===== src/cpuPkg.sv =====
package cpuPkg;

    localparam int wordSize = 16;
    localparam int numRegs = 4;
    localparam int regAddrWidth = 2;
    localparam int controlWidth = 12;

    localparam int ctrlJump = 11;
    localparam int ctrlBranch = 10;
    localparam int ctrlMemToReg = 9;
    localparam int ctrlMemRead = 8;
    localparam int ctrlMemWrite = 7;
    localparam int ctrlRegDst = 6;
    localparam int ctrlRegWrite = 5;
    localparam int aluOpMsb = 4;
    localparam int aluOpLsb = 1;
    localparam int ctrlAluSrc = 0;

    localparam logic [regAddrWidth-1:0] linkReg = 2; // Return address register of JAL and JRL

    typedef enum logic [3:0] {
        opBne = 4'd0,
        opBeq = 4'd1,
        opBgz = 4'd2,
        opBlz = 4'd3,
        opAdi = 4'd4,
        opOri = 4'd5,
        opLhi = 4'd6,
        opLwd = 4'd7,
        opSwd = 4'd8,
        opJmp = 4'd9,
        opJal = 4'd10,
        opRtype = 4'd15
    } opcodeT;

    typedef enum logic [5:0] {
        fnAdd = 6'd0,
        fnSub = 6'd1,
        fnAnd = 6'd2,
        fnOrr = 6'd3,
        fnNot = 6'd4,
        fnTcp = 6'd5,
        fnShl = 6'd6,
        fnShr = 6'd7,
        fnJpr = 6'd25,
        fnJrl = 6'd26,
        fnHlt = 6'd29
    } funcT;

    typedef enum logic [3:0] {
        aluAdd, aluSub, aluAnd, aluOr, aluNot, aluTcp, aluShl, aluShr,
        aluPassB, // Operand B unchanged, LHI feeds it the shifted immediate
        aluLink // Operand A plus one
    } aluOpT;

    typedef enum logic [2:0] {
        stFetch, stExecute, stMemory, stWriteBack, stHalt
    } cpuStateT;

endpackage


===== src/aluUnit.sv =====
module aluUnit (
    input  logic [cpuPkg::wordSize-1:0] aluA,
    input  logic [cpuPkg::wordSize-1:0] aluB,
    input  cpuPkg::aluOpT               aluOp,
    output logic [cpuPkg::wordSize-1:0] aluResult,
    output logic                        isZero,
    output logic                        isNegative
);
    import cpuPkg::*;

    always_comb begin
        case (aluOp)
            aluAdd: aluResult = aluA + aluB;
            aluSub: aluResult = aluA - aluB;
            aluAnd: aluResult = aluA & aluB;
            aluOr: aluResult = aluA | aluB;
            aluNot: aluResult = ~aluA;
            aluTcp: aluResult = ~aluA + wordSize'(1);
            aluShl: aluResult = {aluA[wordSize-2:0], 1'b0};
            aluShr: aluResult = {aluA[wordSize-1], aluA[wordSize-1:1]}; // Keeps the sign bit
            aluPassB: aluResult = aluB;
            aluLink: aluResult = aluA + wordSize'(1);
            default: aluResult = '0;
        endcase
    end

    // Branch decisions in the datapath rely only on these two flags
    assign isZero = (aluResult == '0);
    assign isNegative = aluResult[wordSize-1];

endmodule


===== src/controlDecoder.sv =====
module controlDecoder (
    input  logic [cpuPkg::wordSize-1:0]     instruction,
    output logic [cpuPkg::controlWidth-1:0] controls,
    output cpuPkg::aluOpT                   aluOp
);
    import cpuPkg::*;

    opcodeT opcode;
    funcT func;
    aluOpT aluSel;

    assign opcode = opcodeT'(instruction[15:12]);
    assign func = funcT'(instruction[5:0]);

    always_comb begin
        controls = '0;
        aluSel = aluAdd;
        case (opcode)
            opBne, opBeq: begin
                controls[ctrlBranch] = 1'b1;
                aluSel = aluSub; // Compare rs with rt
            end
            opBgz, opBlz: begin
                controls[ctrlBranch] = 1'b1;
                aluSel = aluPassB; // Datapath routes rs to operand B
            end
            opAdi, opOri, opLhi: begin
                controls[ctrlRegWrite] = 1'b1;
                controls[ctrlAluSrc] = 1'b1;
                aluSel = (opcode == opAdi) ? aluAdd : (opcode == opOri) ? aluOr : aluPassB;
            end
            opLwd: begin
                controls[ctrlMemRead] = 1'b1;
                controls[ctrlMemToReg] = 1'b1;
                controls[ctrlRegWrite] = 1'b1;
                controls[ctrlAluSrc] = 1'b1;
            end
            opSwd: begin
                controls[ctrlMemWrite] = 1'b1;
                controls[ctrlAluSrc] = 1'b1;
            end
            opJmp: controls[ctrlJump] = 1'b1;
            opJal: begin
                controls[ctrlJump] = 1'b1;
                controls[ctrlRegWrite] = 1'b1;
                aluSel = aluLink;
            end
            opRtype: begin
                case (func)
                    fnAdd, fnSub, fnAnd, fnOrr, fnNot, fnTcp, fnShl, fnShr: begin
                        controls[ctrlRegWrite] = 1'b1;
                        controls[ctrlRegDst] = 1'b1;
                        aluSel = aluOpT'(func[3:0]); // Function codes 0 to 7 line up with the ALU ops
                    end
                    fnJpr: controls[ctrlJump] = 1'b1;
                    fnJrl: begin
                        controls[ctrlJump] = 1'b1;
                        controls[ctrlRegWrite] = 1'b1;
                        aluSel = aluLink;
                    end
                    default: controls = '0; // HLT is caught by the datapath
                endcase
            end
            default: controls = '0;
        endcase
        controls[aluOpMsb:aluOpLsb] = aluSel;
    end

    assign aluOp = aluSel;

endmodule


===== src/cpuTop.sv =====
module cpuTop (
    input  logic                        clk,
    input  logic                        reset,
    output logic                        readM,
    output logic                        writeM,
    output logic [cpuPkg::wordSize-1:0] address,
    output logic [cpuPkg::wordSize-1:0] writeData,
    input  logic [cpuPkg::wordSize-1:0] readData,
    input  logic                        inputReady,
    input  logic                        ackOutput,
    output logic                        halted
);
    import cpuPkg::*;

    logic [wordSize-1:0] instruction;
    logic [controlWidth-1:0] controls;
    aluOpT aluOp;
    logic [regAddrWidth-1:0] readAddr1;
    logic [regAddrWidth-1:0] readAddr2;
    logic [regAddrWidth-1:0] writeAddr;
    logic [wordSize-1:0] regWriteData;
    logic regWriteEnable;
    logic [wordSize-1:0] readData1;
    logic [wordSize-1:0] readData2;
    logic [wordSize-1:0] aluA;
    logic [wordSize-1:0] aluB;
    logic [wordSize-1:0] aluResult;
    logic isZero;
    logic isNegative;

    controlDecoder u_controlDecoder (
        .instruction(instruction),
        .controls(controls),
        .aluOp(aluOp)
    );

    datapath u_datapath (
        .clk(clk), .reset(reset), .controls(controls), .aluOp(aluOp),
        .instruction(instruction),
        .readAddr1(readAddr1), .readAddr2(readAddr2), .writeAddr(writeAddr),
        .writeData(regWriteData), .writeEnable(regWriteEnable),
        .readData1(readData1), .readData2(readData2),
        .aluA(aluA), .aluB(aluB), .aluResult(aluResult),
        .isZero(isZero), .isNegative(isNegative),
        .readM(readM), .writeM(writeM), .address(address), .memWriteData(writeData),
        .readData(readData), .inputReady(inputReady), .ackOutput(ackOutput),
        .halted(halted)
    );

    registerFile u_registerFile (
        .clk(clk), .reset(reset),
        .readAddr1(readAddr1), .readAddr2(readAddr2), .writeAddr(writeAddr),
        .writeData(regWriteData), .writeEnable(regWriteEnable),
        .readData1(readData1), .readData2(readData2)
    );

    aluUnit u_aluUnit (
        .aluA(aluA), .aluB(aluB), .aluOp(aluOp),
        .aluResult(aluResult), .isZero(isZero), .isNegative(isNegative)
    );

endmodule


===== src/datapath.sv =====
module datapath (
    input  logic                            clk,
    input  logic                            reset,
    input  logic [cpuPkg::controlWidth-1:0] controls,
    input  cpuPkg::aluOpT                   aluOp,
    output logic [cpuPkg::wordSize-1:0]     instruction,
    output logic [cpuPkg::regAddrWidth-1:0] readAddr1,
    output logic [cpuPkg::regAddrWidth-1:0] readAddr2,
    output logic [cpuPkg::regAddrWidth-1:0] writeAddr,
    output logic [cpuPkg::wordSize-1:0]     writeData,
    output logic                            writeEnable,
    input  logic [cpuPkg::wordSize-1:0]     readData1,
    input  logic [cpuPkg::wordSize-1:0]     readData2,
    output logic [cpuPkg::wordSize-1:0]     aluA,
    output logic [cpuPkg::wordSize-1:0]     aluB,
    input  logic [cpuPkg::wordSize-1:0]     aluResult,
    input  logic                            isZero,
    input  logic                            isNegative,
    output logic                            readM,
    output logic                            writeM,
    output logic [cpuPkg::wordSize-1:0]     address,
    output logic [cpuPkg::wordSize-1:0]     memWriteData,
    input  logic [cpuPkg::wordSize-1:0]     readData,
    input  logic                            inputReady,
    input  logic                            ackOutput,
    output logic                            halted
);
    import cpuPkg::*;

    cpuStateT state;
    cpuStateT nextState;
    logic [wordSize-1:0] pc;
    logic [wordSize-1:0] pcPlusOne;
    logic [wordSize-1:0] nextPc;
    logic [wordSize-1:0] instructionReg;
    logic [wordSize-1:0] memDataReg;
    logic [wordSize-1:0] aluOut;
    logic [wordSize-1:0] immExt;
    logic [7:0] imm;
    opcodeT opcode;
    logic isHalt;
    logic branchTaken;

    assign instruction = instructionReg;
    assign opcode = opcodeT'(instructionReg[15:12]);
    assign imm = instructionReg[7:0];
    assign isHalt = (opcode == opRtype) && (funcT'(instructionReg[5:0]) == fnHlt);
    assign pcPlusOne = pc + wordSize'(1);

    always_comb begin
        case (opcode)
            opOri: immExt = {{(wordSize-8){1'b0}}, imm};
            opLhi: immExt = {imm, 8'h00};
            default: immExt = {{(wordSize-8){imm[7]}}, imm};
        endcase
    end

    // Register file and ALU operands
    assign readAddr1 = instructionReg[11:10];
    assign readAddr2 = instructionReg[9:8];
    assign aluA = (aluOp == aluLink) ? pc : readData1;
    always_comb begin
        if (controls[ctrlAluSrc]) begin
            aluB = immExt;
        end else if (controls[ctrlBranch] && aluOp == aluPassB) begin
            aluB = readData1; // BGZ and BLZ test rs alone
        end else begin
            aluB = readData2;
        end
    end

    always_comb begin
        case (opcode)
            opBne: branchTaken = !isZero;
            opBeq: branchTaken = isZero;
            opBgz: branchTaken = !isZero && !isNegative;
            opBlz: branchTaken = isNegative;
            default: branchTaken = 1'b0;
        endcase
    end

    always_comb begin
        if (controls[ctrlJump]) begin
            nextPc = (opcode == opRtype) ? readData1 : {pcPlusOne[wordSize-1:12], instructionReg[11:0]};
        end else if (controls[ctrlBranch] && branchTaken) begin
            nextPc = pcPlusOne + immExt;
        end else begin
            nextPc = pcPlusOne;
        end
    end

    always_comb begin
        nextState = state;
        case (state)
            stFetch: begin
                if (inputReady) begin
                    nextState = stExecute;
                end
            end
            stExecute: begin
                if (isHalt) begin
                    nextState = stHalt;
                end else if (controls[ctrlMemRead] || controls[ctrlMemWrite]) begin
                    nextState = stMemory;
                end else begin
                    nextState = stWriteBack;
                end
            end
            stMemory: begin
                if ((controls[ctrlMemRead] && inputReady) || (controls[ctrlMemWrite] && ackOutput)) begin
                    nextState = stWriteBack;
                end
            end
            stWriteBack: nextState = stFetch;
            default: nextState = stHalt; // Only reset leaves the halt state
        endcase
    end

    always_ff @(posedge clk) begin
        if (reset) begin
            state <= stFetch;
            pc <= '0;
            readM <= 1'b0;
            writeM <= 1'b0;
        end else begin
            state <= nextState;
            readM <= (nextState == stFetch) || (nextState == stMemory && controls[ctrlMemRead]);
            writeM <= (nextState == stMemory) && controls[ctrlMemWrite];
            if (state == stExecute) begin
                pc <= nextPc;
            end
        end
    end

    always_ff @(posedge clk) begin
        if (state == stFetch && inputReady) begin
            instructionReg <= readData;
        end
        if (state == stExecute) begin
            aluOut <= aluResult; // Also holds the link value and the load/store address
        end
        if (state == stMemory && controls[ctrlMemRead] && inputReady) begin
            memDataReg <= readData;
        end
    end

    // Writeback and memory port
    assign writeEnable = (state == stWriteBack) && controls[ctrlRegWrite];
    assign writeData = controls[ctrlMemToReg] ? memDataReg : aluOut;
    always_comb begin
        if (aluOp == aluLink) begin
            writeAddr = linkReg;
        end else begin
            writeAddr = controls[ctrlRegDst] ? instructionReg[7:6] : instructionReg[9:8];
        end
    end
    assign address = (state == stFetch) ? pc : aluOut;
    assign memWriteData = readData2;
    assign halted = (state == stHalt);

    strobesExclusive: assert property (
        @(posedge clk) disable iff (reset)
        !(readM && writeM)
    );

    writeOnlyInStore: assert property (
        @(posedge clk) disable iff (reset)
        writeM |-> (state == stMemory) && controls[ctrlMemWrite]
    );

    // A pending read keeps its strobe and address until the memory answers
    readHeld: assert property (
        @(posedge clk) disable iff (reset)
        readM && !inputReady |=> readM && $stable(address)
    );

endmodule


===== src/registerFile.sv =====
module registerFile (
    input  logic                            clk,
    input  logic                            reset,
    input  logic [cpuPkg::regAddrWidth-1:0] readAddr1,
    input  logic [cpuPkg::regAddrWidth-1:0] readAddr2,
    input  logic [cpuPkg::regAddrWidth-1:0] writeAddr,
    input  logic [cpuPkg::wordSize-1:0]     writeData,
    input  logic                            writeEnable,
    output logic [cpuPkg::wordSize-1:0]     readData1,
    output logic [cpuPkg::wordSize-1:0]     readData2
);
    import cpuPkg::*;

    logic [wordSize-1:0] regs [numRegs];

    always_ff @(posedge clk) begin
        if (reset) begin
            for (int i = 0; i < numRegs; i++) begin
                regs[i] <= '0;
            end
        end else if (writeEnable) begin
            regs[writeAddr] <= writeData;
        end
    end

    assign readData1 = regs[readAddr1]; // Reads see the old value during a write
    assign readData2 = regs[readAddr2];

    writeAddrKnown: assert property (
        @(posedge clk) disable iff (reset)
        writeEnable |-> !$isunknown(writeAddr)
    );

endmodule

===== config.mk =====
export PLATFORM = sky130hd
export DESIGN_NAME = cpuTop
export DESIGN_NICKNAME = d
export VERILOG_FILES = /design/src/cpuPkg.sv /design/src/aluUnit.sv /design/src/controlDecoder.sv /design/src/cpuTop.sv /design/src/datapath.sv /design/src/registerFile.sv
export SDC_FILE = /design/constraint.sdc
export NUM_CORES = 1
export LEC_CHECK = 0
export BUFFER_PORTS_ARGS = -buffer_cell sky130_fd_sc_hd__buf_2
export CORE_MARGIN = 2
export CORE_UTILIZATION = 41
export CTS_CLUSTER_DIAMETER = 50
export DETAILED_ROUTE_END_ITERATION = 10
export GPL_TIMING_DRIVEN = 0
export PLACE_DENSITY = 0.66
export SLEW_MARGIN = 15
export SYNTH_ARGS = -nofsm -noshare
export SYNTH_HDL_FRONTEND = slang
export SYNTH_HIERARCHICAL = 1
export SYNTH_SLANG_ARGS = --single-unit
export TNS_END_PERCENT = 20

===== constraint.sdc =====
create_clock -name clk -period 22.4 [get_ports clk]
set_clock_uncertainty 0.1 [all_clocks]
set_input_delay 1.12 -clock clk [delete_from_list [all_inputs] [get_ports clk]]
set_output_delay 1.12 -clock clk [all_outputs]
set_load 0.02 [all_outputs]

==> impl_metrics.toml, run 1 <==
[run_status]
status = "finished clean"

[worst_hold_path]
hold_path.class = "flip-flop to flip-flop"
min_from = "u_datapath/pc[14]"
hold_depth = 2

[grt]
grt.overflow.total = 0
busiest_layer = "met2"
globalRouteMet1Util_pct = 36.8
grt_usage_pct = 27.0
grt_max_degree = 26
grt_pass1_vias = 9560
use_met2_pct = 42.4
grt_pass1_wl_um = 58800
antenna_found_initial = 0
grtUsageMet3_pct = 4.12

[flow_run]
cap_violations = 0

[floorplanning]
initial_core_util_pct = 41.6
die_area_mm2 = 0.0296
rows = 61
io_pins = 55
core_mm2 = 0.0278
die_h_um = 172
die_w_um = 172

[cells_and_area]
final_cells = 1696
n_antenna_cell = 0
syn_to_final_growth_pct = 11.8
final_nets = 1359
finish.instance_area_mm2 = 0.0129
num-fill-cells = 2688
drive_gt1_share_pct = 20.1

[placed_design]
hpwl_um = 30500
port_buffers = 54
dp_cells = 1664
place_congestion = 1.01
dpl_cell_area_mm2 = 0.0124
place_ws_ns = 12.62

[worst_setup_path]
cpPeakStageDelay_ns = 0.98
r2r-start = "u_datapath/instruction[3]"
path_max_fanout = 11
arrival_ns = 10.23
endpoint_kind = "flip-flop"
worst_setup_path_start_kind = "flip-flop"
cpMaxStageDelayCell = "o31ai_1"
startpoint = "u_datapath/instruction[3]"
critPathKind = "flip-flop to flip-flop"
cpMostUsedCell = "a21oi_1"
critPathRequiredTime_ns = 22.63
worstRegToRegCells = 32

[sta]
worst_slack_ns = 12.40
rsz0062_at_grt = "no"
fmax_mhz = 100
min_period_ns = 10.0
finalSetupViolCount = 0
relSlewSlack_pct = 20.2
tns_ns = 0
hold_viol = 0
worstMarginPinSlew_ns = 1.19
period_share_pct = 44.6
slew_violations = 0

[synthesis]
syn_inst = 1229
syn_area_mm2 = 0.0116
avgSynthCellArea_um2 = 9.41
synth_fp_nets = 1283
yosysWarnings = 6

[clocking]
hold_buffers = 0
clk_pin_slew_worst_paths_ns = 0.06
numCtsBuffers = 17
cts_resized = 0
cts_sinks = 133
clock_latency_ns = 0.42
htreeDepth = 4
tritoncts = "yes"
post-cts-setup-buffers = 0
cts_buffer_depth = 2
cts_root_buf = "clkbuf_16"

[drt]
drtPass1Iterations = 8
wl_um = 39700
vias = 10487
drc = 0
antenna_left = 0
wire_per_inst_um = 23.4
drt_iter0_drc = 1306
viasPerCell = 6.18

[power]
p_leak_nw = 5.04
power_mw = 0.998
power_density_mw_per_mm2 = 77.2
max-vdd-ir-drop_mv = 0.0533
==> cells in the final DEF (no fill, tap or decap), types with 16 or more instances in the layout <==
cell type,n
a31oi_1,20
a21oi_1,66
o21ai_0,69
edfxtp_1,112
mux2i_1,22
dfxtp_1,21
mux4_2,32
and2_1,78
buf_2,74
buf_4,32
clkbuf_16,17
o211ai_1,16
clkbuf_1,45
nand2_1,106
nor3_1,30
nor2_1,72
ha_1,32
xnor2_1,31
xor2_1,31
mux2_2,49
inv_1,37
nand3_1,26
==> layout make-up <==
class,instances,area [um^2],area share [%]
repair buffers,57,297,2.29
clock buffers,18,429,3.32
clock inverters,14,150,1.16
inverters,37,139,1.07
multi-input cells,951,7070,54.7
well taps,378,473,3.66
flip-flops and latches,133,3780,29.3
plain buffers,108,592,4.58
==> worst paths after layout <==
kind                        to  slack, ns
max          u_datapath/pc[14]      12.40
min          u_datapath/pc[14]       0.44
max reg2reg  u_datapath/pc[14]      12.40
min reg2reg  u_datapath/pc[14]       0.44
==> per-stage QoR <==
stage          util, %  hold slack, ns
2_1_floorplan        -           0.384
3_3_place_gp      44.3           0.429
3_5_place_dp      44.5           0.433
4_1_cts           46.6           0.440
5_1_grt           46.6           0.488
6_report          46.6           0.440
==> sequential cells by signal (all words and copies together) (netlist names) <==
name and count:
u_datapath/aluOut 16, u_datapath/instruction 16, u_datapath/memDataReg 16, u_datapath/pc 16, u_datapath/readM 1, u_datapath/state 3
u_datapath/writeM 1, u_registerFile/regs 64
==> worst max-delay path, delay by kind of cell, from the launching register on <==
family	cells	cell delay, ns
adders and majority gates	1	0.34
and+or+nand+nor	12	3.03
xor gates and xnor gates	1	0.25
AOI/OAI and AO/OA	14	3.60
buffers and inverters	3	1.58
muxes	1	0.26
DFF	1	0.71
==> per-layer routing <==
| metal | vias to the layer above | part of all wire, % |
|---|---|---|
| li1 | 4739 | - |
| met1 | 5017 | 42 |
| met2 | 622 | 45 |
| met3 | 109 | 9.0 |
| met4 | 0 | 4.8 |
| met5 | - | 0 |
==> power breakdown <==
part	internal, mW	switching [mW]	leakage [nW]
clock	0.165	0.112	0.279
sequential	0.292	0.0192	1.28
combinational	0.153	0.257	3.48
total	0.610	0.388	5.04
Power figures use the tool's default switching activity.
==> run 2, diff against run 1 <==
--- a/config.mk
+++ b/config.mk
@@ -5,13 +5,14 @@
 export SDC_FILE = /design/constraint.sdc
 export NUM_CORES = 1
 export LEC_CHECK = 0
+export ABC_AREA = 1
 export BUFFER_PORTS_ARGS = -buffer_cell sky130_fd_sc_hd__buf_2
 export CORE_MARGIN = 2
 export CORE_UTILIZATION = 41
 export CTS_CLUSTER_DIAMETER = 50
 export DETAILED_ROUTE_END_ITERATION = 10
 export GPL_TIMING_DRIVEN = 0
-export PLACE_DENSITY = 0.66
+export PLACE_DENSITY = 0.68
 export SLEW_MARGIN = 15
 export SYNTH_ARGS = -nofsm -noshare
 export SYNTH_HDL_FRONTEND = slang
==> constraint.sdc (replaced) <==
create_clock -name clk -period 9.1 [get_ports clk]
set_clock_uncertainty 0.1 [all_clocks]
set_input_delay 0.455 -clock clk [delete_from_list [all_inputs] [get_ports clk]]
set_output_delay 0.455 -clock clk [all_outputs]
set_load 0.02 [all_outputs]
==> run 2 against run 1 <==
Effect of this change:
- cell count grew 33%
- count of clock-buffer cells in the layout stayed put
- register-to-register slack lost 12 ns
- critical path depth is 7 higher
- combinational power increased to 2.8 times the previous value
- die area grew 2.5%
- first-iteration DRC count increased by 32%
- non-clock buffer count decreased by 30
- via count up 20%
- wire length rose by 12%
- flip-flop and latch count did not move
- total power grew to 2.7 times the previous value
- largest power group unchanged
- highest routed layer unchanged
==> impl_metrics.toml, run 2 <==
[cells_and_area]
final_cell_mix = "nand2_1 (471), inv_1 (268), nor2_1 (193), nand3_1 (137), o21ai_0 (124)"
drive_gt1_share_pct = 12.6
final_cells = 2263
final_nets = 1921
syn_to_final_growth_pct = 12.2
finish.instance_area_mm2 = 0.0133
final_common_cell = "nand2_1"
n_antenna_cell = 0
largest_register_ffs = 64
regMostFlops = "u_registerFile/regs"

[placed_design]
port_buffers = 54
place_congestion = 1.07
dp_cells = 2232
dpl_cell_area_mm2 = 0.0127
hpwl_um = 35100

[clocking]
numCtsBuffers = 17
cts_root_buf = "clkbuf_16"
htreeDepth = 4
hold_buffers = 0
clock_latency_ns = 0.42
cts_sinks = 133
post-cts-setup-buffers = 0
clk_pin_slew_worst_paths_ns = 0.06
tritoncts = "yes"
cts_buffer_depth = 2

[grt]
grt.overflow.total = 0
grt_usage_pct = 29.4
grt_pass1_vias = 11660
antenna_found_initial = 0
grt_max_degree = 26
grt_pass1_wl_um = 68200

[floorplanning]
die_w_um = 174
core_mm2 = 0.0286
die_h_um = 174
die_area_mm2 = 0.0303
initial_core_util_pct = 41.4
rows = 62
io_pins = 55

[worst_setup_path]
path_max_fanout = 10
reg2reg_slack_ns = 0.75
arrival_ns = 8.54
cpPeakStageDelay_ns = 0.63
critPathKind = "flip-flop to flip-flop"
worst_setup_path_start_kind = "flip-flop"
cpMaxStageDelayCell = "nor4_4"
worstRegToRegCells = 39
endpoint_kind = "flip-flop"
r2r-start = "u_datapath/instruction[14]"
cpMostUsedCell = "inv_1"
critPathRequiredTime_ns = 9.28
worst_r2r_endpoint = "u_datapath/pc[2]"

[sta]
hold_ws_ns = 0.118
hold_viol = 0
finalSetupViolCount = 0
relSlewSlack_pct = 23.7
slew_violations = 0
worstMarginPinSlew_ns = 1.13
tns_ns = 0
min_period_ns = 8.35
period_share_pct = 91.8
fmax_mhz = 120
rsz0062_at_grt = "no"

[flow_run]
cap_violations = 0

[power]
p_leak_nw = 6.31
power_density_mw_per_mm2 = 201
power_mw = 2.68
max-vdd-ir-drop_mv = 0.154

[worst_hold_path]
hold_path.class = "input pin to flip-flop"
hold_depth = 1
min_from = "readData[12]"
worst_hold_path.endpoint = "u_datapath/instruction[12]"

[synthesis]
syn_inst = 1791
avgSynthCellArea_um2 = 6.62
synth_fp_nets = 1845
syn_area_mm2 = 0.0119
yosysWarnings = 6

[drt]
wire_per_inst_um = 19.7
wl_um = 44500
viasPerCell = 5.58
antenna_left = 0
drc = 0
drt_iter0_drc = 1722
vias = 12623
drtPass1Iterations = 6

[run_status]
status = "finished clean"
==> run 2: how the worst max path moves through the flow <==
stage,start,to,slack (ns),depth (start not counted)
floorplan,u_datapath/instruction[14],u_datapath/pc[2],2.86,39
global placement,u_datapath/instruction[12],u_datapath/pc[2],0.30,40
detailed placement,u_datapath/instruction[12],u_datapath/pc[2],0.83,39
CTS,u_datapath/instruction[14],u_datapath/pc[2],0.79,39
global route,u_datapath/instruction[15],u_datapath/pc[2],0.004,38
finish,u_datapath/instruction[14],u_datapath/pc[2],0.75,39
==> run 2: layer usage <==
layer	up-vias	track usage, %	part of all wire, %
met5	-	0	0
met2	796	43.9	42
met4	0	12.9	4.3
met3	108	5.14	11
met1	5784	41.7	43
li1	5935	-	-
==> run 2: area by class of cell <==
class	count	area, um^2
Tap cell	384	480
Multi-Input combinational cell	1299	6610
Clock buffer	18	429
Buffer	78	430
Fill cell	2996	15300
Inverter	281	1060
Sequential cell	133	3780
Clock inverter	13	205
Timing Repair Buffer	57	312
==> run 2: power breakdown <==
part / switching, mW / internal (mW)
logic: 0.816 / 0.347
registers: 0.0442 / 0.720
clock network: 0.269 / 0.483
==> run 2: worst max-delay path, delay by kind of cell (launching register included) <==
kind,cells,cell delay (ns)
AND/OR/NAND/NOR,18,3.58
AO/OA/AOI/OAI,9,1.50
adder cells (fa/ha/maj),2,0.52
flip-flops,1,0.52
XOR/XNOR,1,0.16
buffers and inverters,9,1.86
==> run 2: per-stage QoR <==
step	worst slack [ns]	util (%)
after floorplan	2.86	-
after global placement	0.302	44.1
after detailed placement	0.832	44.3
after CTS	0.786	46.5
after global routing	0.00440	46.5
final	0.746	46.5
==> run 2: repair_timing <==
action,CTS,global route
endpoints found under the hold margin,0,0
setup endpoints to repair,0,12
gates resized for setup,0,1
